### config.mk
export PLATFORM = sky130hd
export DESIGN_NAME = mshr_queue
export DESIGN_NICKNAME = d
export VERILOG_FILES = /design/src/rtl/dcache_pkg.sv /design/src/rtl/mshr_queue.sv
export SDC_FILE = /design/constraint.sdc
export NUM_CORES = 2
export LEC_CHECK = 0
export BUFFER_PORTS_ARGS = -buffer_cell sky130_fd_sc_hd__buf_2
export CORE_MARGIN = 1
export CORE_UTILIZATION = 25
export CTS_CLUSTER_DIAMETER = 120
export DETAILED_ROUTE_END_ITERATION = 12
export SETUP_SLACK_MARGIN = 0.2
export SLEW_MARGIN = 15
export SYNTH_ARGS = -nofsm -noshare
export SYNTH_HDL_FRONTEND = slang
export SYNTH_SLANG_ARGS = --single-unit
### constraint.sdc
create_clock -name clock -period 13.8 [get_ports clock]
set_input_delay 0 -clock clock [delete_from_list [all_inputs] [get_ports clock]]
set_output_delay 0 -clock clock [all_outputs]
set_load 0.1 [all_outputs]
### src/rtl/dcache_pkg.sv
// Data cache shared definitions
// Address split widths and the memory bus command encoding

package dcache_pkg;

  // ----------------------------------------------------------
  // Address and data widths
  // ----------------------------------------------------------
  localparam int addr_w   = 16;  // Byte address
  localparam int word_w   = 32;  // Load and store data
  localparam int line_w   = 64;  // Cache line and memory bus

  // Byte offset inside a line, bit 2 picks the word
  localparam int offset_w = 3;

  localparam int index_w  = 4;   // Address bits 6 to 3
  localparam int tag_w    = 9;   // Address bits 15 to 7

  // Tag followed by index
  localparam int line_addr_w = addr_w - offset_w;

  // Memory transaction tag, zero means no transaction
  localparam int mem_tag_w = 4;

  // ----------------------------------------------------------
  // Memory controller command
  // ----------------------------------------------------------
  typedef enum logic [1:0] {
    bus_none  = 2'd0,
    bus_load  = 2'd1,
    bus_store = 2'd2
  } mem_cmd_e;

endpackage
### src/rtl/mshr_queue.sv
// Circular miss status queue between the cache and the memory controller
// Allocates misses and write-backs, issues in order, retires into refills

module mshr_queue #(
  parameter int mshr_depth = 8
) (
  input  logic                                clock,
  input  logic                                reset,

  // Misses and victims from the array
  input  logic                                load_miss,
  input  logic [dcache_pkg::line_addr_w-1:0]  load_line,
  input  logic                                store_miss,
  input  logic [dcache_pkg::line_addr_w-1:0]  store_line,
  input  logic [dcache_pkg::line_w-1:0]       store_wdata,
  input  logic [7:0]                          store_wbytes,
  input  logic                                evict_valid,
  input  logic [dcache_pkg::line_addr_w-1:0]  evict_line,
  input  logic [dcache_pkg::line_w-1:0]       evict_data,

  output logic                                store_stall,

  // Memory controller
  output dcache_pkg::mem_cmd_e                mem_command,
  output logic [dcache_pkg::addr_w-1:0]       mem_addr,
  output logic [dcache_pkg::line_w-1:0]       mem_wdata,
  input  logic [dcache_pkg::mem_tag_w-1:0]    mem_response,
  input  logic [dcache_pkg::mem_tag_w-1:0]    mem_tag,
  input  logic [dcache_pkg::line_w-1:0]       mem_rdata,

  // Refill into the array
  output logic                                refill_en,
  output logic [dcache_pkg::line_addr_w-1:0]  refill_line,
  output logic [dcache_pkg::line_w-1:0]       refill_data,
  output logic [7:0]                          refill_bytes,
  output logic                                refill_dirty
);

  localparam int ptr_w = $clog2(mshr_depth);
  localparam logic [ptr_w:0] stall_level = (ptr_w+1)'(mshr_depth - 3);

  // Entry storage
  dcache_pkg::mem_cmd_e                           ent_cmd [mshr_depth];
  logic [mshr_depth-1:0][dcache_pkg::line_addr_w-1:0] ent_line;
  logic [mshr_depth-1:0][dcache_pkg::line_w-1:0]  ent_data;
  logic [mshr_depth-1:0][7:0]                     ent_bytes;
  logic [mshr_depth-1:0]                          ent_dirty;
  logic [mshr_depth-1:0]                          ent_issued;
  logic [mshr_depth-1:0][dcache_pkg::mem_tag_w-1:0] ent_tag;

  // Pointers carry one extra wrap bit
  logic [ptr_w:0] head_q, issue_q, tail_q;
  logic [ptr_w:0] used_cnt;
  logic [ptr_w-1:0] head_idx, issue_idx;

  // Up to three allocations per cycle
  logic                                   req_v     [3];
  dcache_pkg::mem_cmd_e                   req_cmd   [3];
  logic [dcache_pkg::line_addr_w-1:0]     req_line  [3];
  logic [dcache_pkg::line_w-1:0]          req_data  [3];
  logic [7:0]                             req_bytes [3];
  logic                                   req_dirty [3];
  logic [ptr_w:0]                         slot      [4];

  logic issue_ok;
  logic accept;
  logic retire;

  assign head_idx  = head_q[ptr_w-1:0];
  assign issue_idx = issue_q[ptr_w-1:0];

  // Fewer than three free entries
  assign used_cnt    = tail_q - head_q;
  assign store_stall = used_cnt > stall_level;

  // ----------------------------------------------------------
  // Allocation: load miss, store miss, write-back
  // ----------------------------------------------------------
  always_comb begin
    req_v[0]     = load_miss & ~store_stall;  // Dropped when short of room
    req_cmd[0]   = dcache_pkg::bus_load;
    req_line[0]  = load_line;
    req_data[0]  = '0;
    req_bytes[0] = '0;
    req_dirty[0] = 1'b0;

    req_v[1]     = store_miss;
    req_cmd[1]   = dcache_pkg::bus_load;  // Write-allocate fetch
    req_line[1]  = store_line;
    req_data[1]  = store_wdata;
    req_bytes[1] = store_wbytes;
    req_dirty[1] = 1'b1;

    req_v[2]     = evict_valid;
    req_cmd[2]   = dcache_pkg::bus_store;
    req_line[2]  = evict_line;
    req_data[2]  = evict_data;
    req_bytes[2] = '0;
    req_dirty[2] = 1'b0;

    slot[0] = tail_q;
    for (int i = 0; i < 3; i++) begin
      slot[i+1] = slot[i] + {{ptr_w{1'b0}}, req_v[i]};
    end
  end

  // ----------------------------------------------------------
  // Issue to memory
  // ----------------------------------------------------------
  assign issue_ok = (issue_q != tail_q) && !ent_issued[issue_idx];
  assign accept   = issue_ok && (mem_response != '0);

  always_comb begin
    if (issue_ok) begin
      mem_command = ent_cmd[issue_idx];
      mem_addr    = {ent_line[issue_idx], {dcache_pkg::offset_w{1'b0}}};
      mem_wdata   = ent_data[issue_idx];
    end else begin
      mem_command = dcache_pkg::bus_none;
      mem_addr    = '0;
      mem_wdata   = '0;
    end
  end

  // ----------------------------------------------------------
  // Retire from the head
  // ----------------------------------------------------------
  // Stores leave a cycle after issue, loads wait for their tag
  assign retire = (head_q != tail_q) && ent_issued[head_idx] &&
                  (ent_cmd[head_idx] == dcache_pkg::bus_store ||
                   (ent_cmd[head_idx] == dcache_pkg::bus_load &&
                    mem_tag == ent_tag[head_idx]));

  assign refill_en    = retire && ent_cmd[head_idx] == dcache_pkg::bus_load;
  assign refill_line  = ent_line[head_idx];
  assign refill_bytes = ent_bytes[head_idx];
  assign refill_dirty = ent_dirty[head_idx];

  always_comb begin
    for (int b = 0; b < 8; b++) begin  // Store bytes laid over memory data
      refill_data[8*b +: 8] = (ent_dirty[head_idx] && ent_bytes[head_idx][b])
                            ? ent_data[head_idx][8*b +: 8]
                            : mem_rdata[8*b +: 8];
    end
  end

  // ----------------------------------------------------------
  // Registers
  // ----------------------------------------------------------
  always_ff @(posedge clock) begin
    if (reset) begin
      head_q  <= '0;
      issue_q <= '0;
      tail_q  <= '0;
    end else begin
      head_q  <= head_q + {{ptr_w{1'b0}}, retire};
      issue_q <= issue_q + {{ptr_w{1'b0}}, accept};
      tail_q  <= slot[3];
    end
  end

  always_ff @(posedge clock) begin
    for (int i = 0; i < 3; i++) begin
      if (req_v[i]) begin
        ent_cmd[slot[i][ptr_w-1:0]]    <= req_cmd[i];
        ent_line[slot[i][ptr_w-1:0]]   <= req_line[i];
        ent_data[slot[i][ptr_w-1:0]]   <= req_data[i];
        ent_bytes[slot[i][ptr_w-1:0]]  <= req_bytes[i];
        ent_dirty[slot[i][ptr_w-1:0]]  <= req_dirty[i];
        ent_issued[slot[i][ptr_w-1:0]] <= 1'b0;
      end
    end
    if (accept) begin
      ent_tag[issue_idx]    <= mem_response;  // Controller's transaction tag
      ent_issued[issue_idx] <= 1'b1;
    end
  end

endmodule

# Word level (Yosys, flattened, before mapping)
# Memory sizes are Yosys's and may differ from the RTL's. A register that Yosys moved wholly into a read port is not among the register bits.
# Cells that the tools add are included.
# totals
reg_bits	740
ram_bits	16
in_bits	252
output_inout_bits	170
wordCells	186
memories	1
# classes
add_sub_neg	6
n_lt_le_gt_ge	10
n_eq_ne	5
muxes	88
n_bitwise	18
n_reduce_logical	21
# memory_table
memory	words	width	rd	rd_clocked_by_memory_dff	write_ports	line	rtl
ent_cmd	8	2	2	2	3	mshr_queue.sv:43	dcache_pkg::mem_cmd_e ent_cmd [mshr_depth];
# op_table
operator	count
2-to-1 mux 512 bit	3
bitwise mux 512 bit	2
demux 64 bit (select 3 bit)	3
2-to-1 mux 64 bit	9
AND 512 bit	1
NOT 512 bit	1
binary-select mux 64 bit (select 3 bit)	2
bitwise mux 104 bit	3
2-to-1 mux 104 bit	3
2-to-1 mux 8 bit	19
AND 64 bit	2
NOT 64 bit	2
demux 13 bit (select 3 bit)	3
binary-select mux 13 bit (select 3 bit)	2
demux 8 bit (select 3 bit)	3
2-to-1 mux 13 bit	5
bitwise mux 64 bit	1
AND 8 bit	5
bitwise mux 32 bit	1
binary-select mux 8 bit (select 3 bit)	1
NOT 8 bit	3
adder 4 x 1 -> 4 bit	5
< comparator 3 x 4 -> 1 bit, second input constant	5
logical AND 1 bit	18
22 further kinds	46

# Depth between registers and ports, before layout
# logic_depth
word_depth	16
mapped_depth	23
mapped_depth_nobuf	16

# Worst setup path before layout
# OpenSTA, ideal clock, no wires.
# synth_path
path_type	register -> register
startpoint	register head_q[2]
endpoint	register ent_dirty[7]
arrival_time_ns	4.719
setup_slack_ns	8.964
stages_incl_launch_ff	23
path_buffers	10
cell_sequence	dfxtp_1 inv_2 buf_1 clkbuf_1 clkbuf_1 ha_1 nor2b_1 o21ai_0 and4b_1 buf_4 buf_6 clkbuf_1 and2_1 ha_1 ha_1 ha_1 clkbuf_1 nand2_1 nor2_2 buf_2 buf_2 buf_2 nor2_1
# synth_between
elab_chain_cells	13
elab_cells_between_ends	22
cone_classes	3 x add/sub; 5 x order compare; 7 x mux; 5 x bitwise; 2 x reduce/logical
# synth_rtl
element	line	rtl
start: declaration	mshr_queue.sv:52	logic [ptr_w:0] head_q, issue_q, tail_q;
start signal: assignment	mshr_queue.sv:156	head_q <= head_q + {{ptr_w{1'b0}}, retire};
subtractor 4 bit *	mshr_queue.sv:73	assign used_cnt = tail_q - head_q;
greater-than comparator 4 x 3 -> 1 bit *	mshr_queue.sv:74	assign store_stall = used_cnt > stall_level;
NOT 1 bit *	mshr_queue.sv:80	req_v[0] = load_miss & ~store_stall;
AND 1 bit *	mshr_queue.sv:80	
adder 4 x 1 -> 4 bit	mshr_queue.sv:103	slot[i+1] = slot[i] + {{ptr_w{1'b0}}, req_v[i]};
adder 4 x 1 -> 4 bit, or another cell as far along	mshr_queue.sv:103	
< comparator 3 x 4 -> 1 bit (not written as such), or another cell as far along	mshr_queue.sv:169	ent_dirty[slot[i][ptr_w-1:0]] <= req_dirty[i];
logical AND 1 bit (not written as such) / 2-to-1 mux 1 bit (equally long branches)	mshr_queue.sv:169	
2-to-1 mux 1 bit (not written as such) / demux 1 bit (select 3 bit) (equally long branches)	mshr_queue.sv:169	
demux 1 bit (select 3 bit) / OR 8 bit (equally long branches)	-	
NOT 8 bit (no line) / 2-to-1 mux 8 bit (equally long branches)	-	
AND 8 bit (no line)	-	
2-to-1 mux 8 bit *	mshr_queue.sv:164	if (req_v[i]) begin
end signal: indexed assignment	mshr_queue.sv:169	
end: declaration	mshr_queue.sv:47	logic [mshr_depth-1:0] ent_dirty;
# Mark *: on every way between the ends. The rest lies on a longest branch, timed or not.
# A chain may end at the register's enable or synchronous reset.

# Worst setup path after layout
# layout_path
startpoint	register head_q[2]
endpoint	register ent_data[344] (netlist bit)
# layout_between
elab_chain_cells	13
elab_cells_between_ends	21
cone_classes	3 x add/sub; 5 x order compare; 9 x mux; 2 x bitwise; 2 x reduce/logical
# layout_rtl
element	line	rtl
subtractor 4 bit *	mshr_queue.sv:73	
greater-than comparator 4 x 3 -> 1 bit *	mshr_queue.sv:74	
NOT 1 bit *	mshr_queue.sv:80	
AND 1 bit *	mshr_queue.sv:80	
parallel branches: the longest is 8 deep, another holds adder 4 x 1 -> 4 bit	-	
2-to-1 mux 512 bit *	mshr_queue.sv:164	
end signal: indexed assignment	mshr_queue.sv:167	ent_data[slot[i][ptr_w-1:0]] <= req_data[i];
end: declaration	mshr_queue.sv:45	logic [mshr_depth-1:0][dcache_pkg::line_w-1:0] ent_data;
# Every way passes the cells marked *.

==> impl_summary.txt <==
----------------------------------------------------
[Outcome]
  Run status ... complete, no violations

[Job]
  Total of max-cap violations ... 0

[Clocking]
  Latest clock arrival within the worst-skew pair ... just over 700 ps
  Post-CTS Repair Setup Buffers ... 0
  Hold buffer count at CTS ... 281
  Number of H-tree branching levels ... 3
  Clock Sink Count ... ~760
  Count of cells resized by post-cts repair ... 0
  Worst-case clock buffer depth ... 3
  Number of CTS-inserted buffers ... 87
  Post-CTS clock slew at the launch and capture registers of the worst setup and hold paths ... approximately 60 ps
  Master cell of the clock root buffer ... clkbuf_16
  CTS tree ... done

[Synth]
  Number of enable flip-flop cells after synthesis ... 32
  Multiplexer area fraction after synthesis ... 0.1124
  Synth warnings ... 0
  XOR/XNOR share of the synthesized area ... 0.005835
  Mean Syn Cell Area ... ~8 um2
  Compound-gate portion of the synthesized area ... 0.2386
  Prevailing post-synth register cell ... dfxtp_1
  Post-synthesis sequential area ratio ... 0.3677
  Share of the synthesized area in the top cell type ... 0.3449
  Post-synthesis share of cell area spent on full adders, half adders and majority gates ... 0.004347
  Cell area after synthesis ... around 42000 um2
  Number of standard cells after synthesis ... 5134
  Number of synthesized register bits ... roughly 760
  Dominant combinational cell family by area after synthesis ... compound AO/OA/AOI/OAI gates
  Simple-Gate Fraction of Synth Area ... 0.1938
  Library cell occupying the most area in the post-synthesis netlist ... dfxtp_1
  Count of cell types in the netlist ... 65
  Post-synth ARST share ... 0
  Largest cells by area after synthesis ... dfxtp_1 34%, mux4_2 9.9%, nand2_1 7.2%, a31oi_1 6.8%, a32oi_1 6.3%

[Floorplan]
  Full die area ... roughly 170000 um2
  Die outline width ... approximately 410 um
  Initial standard-cell utilization of the core ... 0.2516
  Top-level I/O count ... 422
  Core area ... 167000 um2
  DIE HEIGHT ... ~410 um
  FP Rows ... 150

[Cells and area]
  Area occupied by multi-input gates ... ~24000 um2
  Final nets ... ~5600
  Area delta synth->final ... 20.09%
  Layout fillers ... about 18000
  Count of non-filler cells in the finished layout ... 7595
  Share of cells above drive strength 1 ... 0.1675
  Sequential Area ... ~15000 um2

[Detailed routing]
  Routed len/inst ... between 20 and 30 um
  DRC violation count after routing ... 0
  Length of the first detailed-routing pass in iterations ... 6
  Routed vias ... 45980
  ANT nets after route ... 0
  Routed wire length ... between 200000 and 250000 um
  Number of DRC markers in iteration 0 ... around 6400
  Via-to-Cell Ratio ... 6.055

[GRT]
  Global-route wire length before repair ... just over 300000 um
  Number of global-route vias before repair ... around 43000
  Gr ovfl total ... 0
  Antenna violations before repair ... 38
  Global Route Usage Sum ... 0.2384
  Largest net degree at the start of global routing ... 179

[Timing]
  Fin crit period ... approximately 8400 ps
  Total count of hold-check failures in the final report ... 0
  Final period utilization ... 0.6097
  Final-report setup violation count ... 0
  Relative max-transition margin ... 0.1600
  Total negative slack for setup checks ... 0 ps
  Final Slew Violations ... 0
  RSZ-0062 raised after global routing ... no
  FMAX ... approximately 120 MHz
  Slack of the critical path ... roughly 5400 ps
  Worst Tran Pin Value ... between 1000 and 1500 ps
  Final setup skew ... about 26 ps

[Hold path]
  Path type of the worst min-delay path ... input pin to flip-flop

[Placement]
  GP Congestion ... between 0.8 and 0.9
  Quantity of I/O buffers inserted on ports ... ~420
  Dpl ws ... approximately 6200 ps
  DP Wirelength ... roughly 130000 um
  Cells after DPL ... around 7100

[Power and ir drop]
  Total power draw ... 14800 uW
  Static power due to leakage ... approximately 0.019 uW
  Peak supply drop ... roughly 0.00026 V
  Power density of the placed cells ... 293.2 nW/um2

[Critical path]
  Library cell contributing the largest single delay on the critical path ... dfxtp_4
  Highest fanout seen on the critical path ... 65
  Most Frequent Cell on Critical Path ... ha_1
  Arrival time of the worst setup path ... ~9000 ps
  Required @ worst endpoint ... 14390 ps
  Category of cells accounting for the largest share of critical-path delay ... buffers and inverters
  Cell-by-cell trace of the critical path ... inv_4, ha_1, nor2b_1, o21ai_0, and4b_2, and2_1, ha_1, ha_1, ha_1, xnor2_4, nand2_1, nor2_4, buf_4, buf_4, o21ai_0, dlygate4sd3_1
  Max incr delay on CP ... 900 ps
  Launching element type of the critical path ... flip-flop
  Start-to-end type of the worst setup path ... flip-flop to flip-flop
  Total buffers and inverters traversed by the critical path ... 4
  Kind of end point of the critical path ... flip-flop

----------------------------------------------------
-- cell usage after synthesis (all sizes together), types with 79 or more instances --
master,number
nand2,806
dfxtp,724
nor2,507
a31oi,455
clkbuf,414
o21ai,325
o22ai,316
a32oi,301
buf,284
nand3,262
mux4,185
a21oi,134
or4,79
-- area by class of cell --
class	count	share of cell area
multi-input cells	3666	0.4691
flip-flops and latches	756	0.3065
repair buffers	786	0.1108
well taps	2204	0.05464
clock buffers	121	0.04904
clock inverters	39	0.008355
inverters	16	0.001240
diodes	7	0.0003471
-- per-stage QoR --
step / utilization / cell area [um2] / hold slack [ps]
floorplan: - / 42030 / 71.61
global placement: 0.2678 / 44730 / 297.5
detailed placement: 0.2678 / 44740 / 311.8
CTS: 0.3020 / 50450 / 91.33
global route: 0.3021 / 50460 / 151.8
finish: 0.3021 / 50470 / 130.6
-- placed cells by master (no fill, tap or decap), types with 125 or more instances in the layout --
cell type,netlist,layout
o21ai_0,308,308
a21oi_1,133,125
o22ai_1,316,316
buf_2,158,417
dfxtp_1,724,721
nand3_1,261,255
a32oi_1,301,301
dlygate4sd3_1,0,281
nand2_1,805,795
nor2_1,505,502
mux4_2,185,185
a31oi_1,455,455
-- worst paths after layout --
path                                    from            end  slack [ps]  cells past startpoint
worst max register to register     head_q[2]  ent_data[344]        5390                     16
worst max-delay path               head_q[2]  ent_data[344]        5390                     16
worst min register to register  ent_dirty[6]   ent_dirty[6]         460                      2
worst min-delay path               load_miss  ent_cmd[0][0]         130                      5
-- state kept, by name, indices dropped and copies added, names as in the netlist, 8 cells and up --
register	flops
ent_data	512
ent_line	104
ent_bytes	64
ent_tag	32
ent_cmd	16
ent_dirty	8
ent_issued	8
-- report_power, final --
part	switching (uW)	total (uW)	internal [uW]
clock	1060	2440	1370
sequential	841	4110	3270
combinational	5790	8250	2460
-- worst reg2reg max path, delay by kind of cell (launching register included) --
family | cells | cell delay [ps]
buf+inv | 4 | 2720
simple gates | 5 | 2200
fa+ha+maj | 4 | 1640
flops | 1 | 900
compound gates | 2 | 440
xor+xnor | 1 | 380
-- per-layer routing --
layer | wire length, um | global-route usage | part of all wire
met5 | 324 | 0 | 0.0015
met3 | 27500 | 0.07179 | 0.13
met2 | 89800 | 0.3508 | 0.42
met1 | 83850 | 0.3149 | 0.40
met4 | 10620 | 0.1166 | 0.050
-- kinds of logic (layout without fill, tap and decap cells) --
kind of cell    count (synthesis)  count (layout)
simple gates                 1825            1825
compound gates               1563            1563
flops                         756             756
buf+inv                       714             962
mux                           239             239
xor+xnor                       22              22
fa+ha+maj                      14              14
other cells                     1              10
Power figures use the tool's default switching activity.
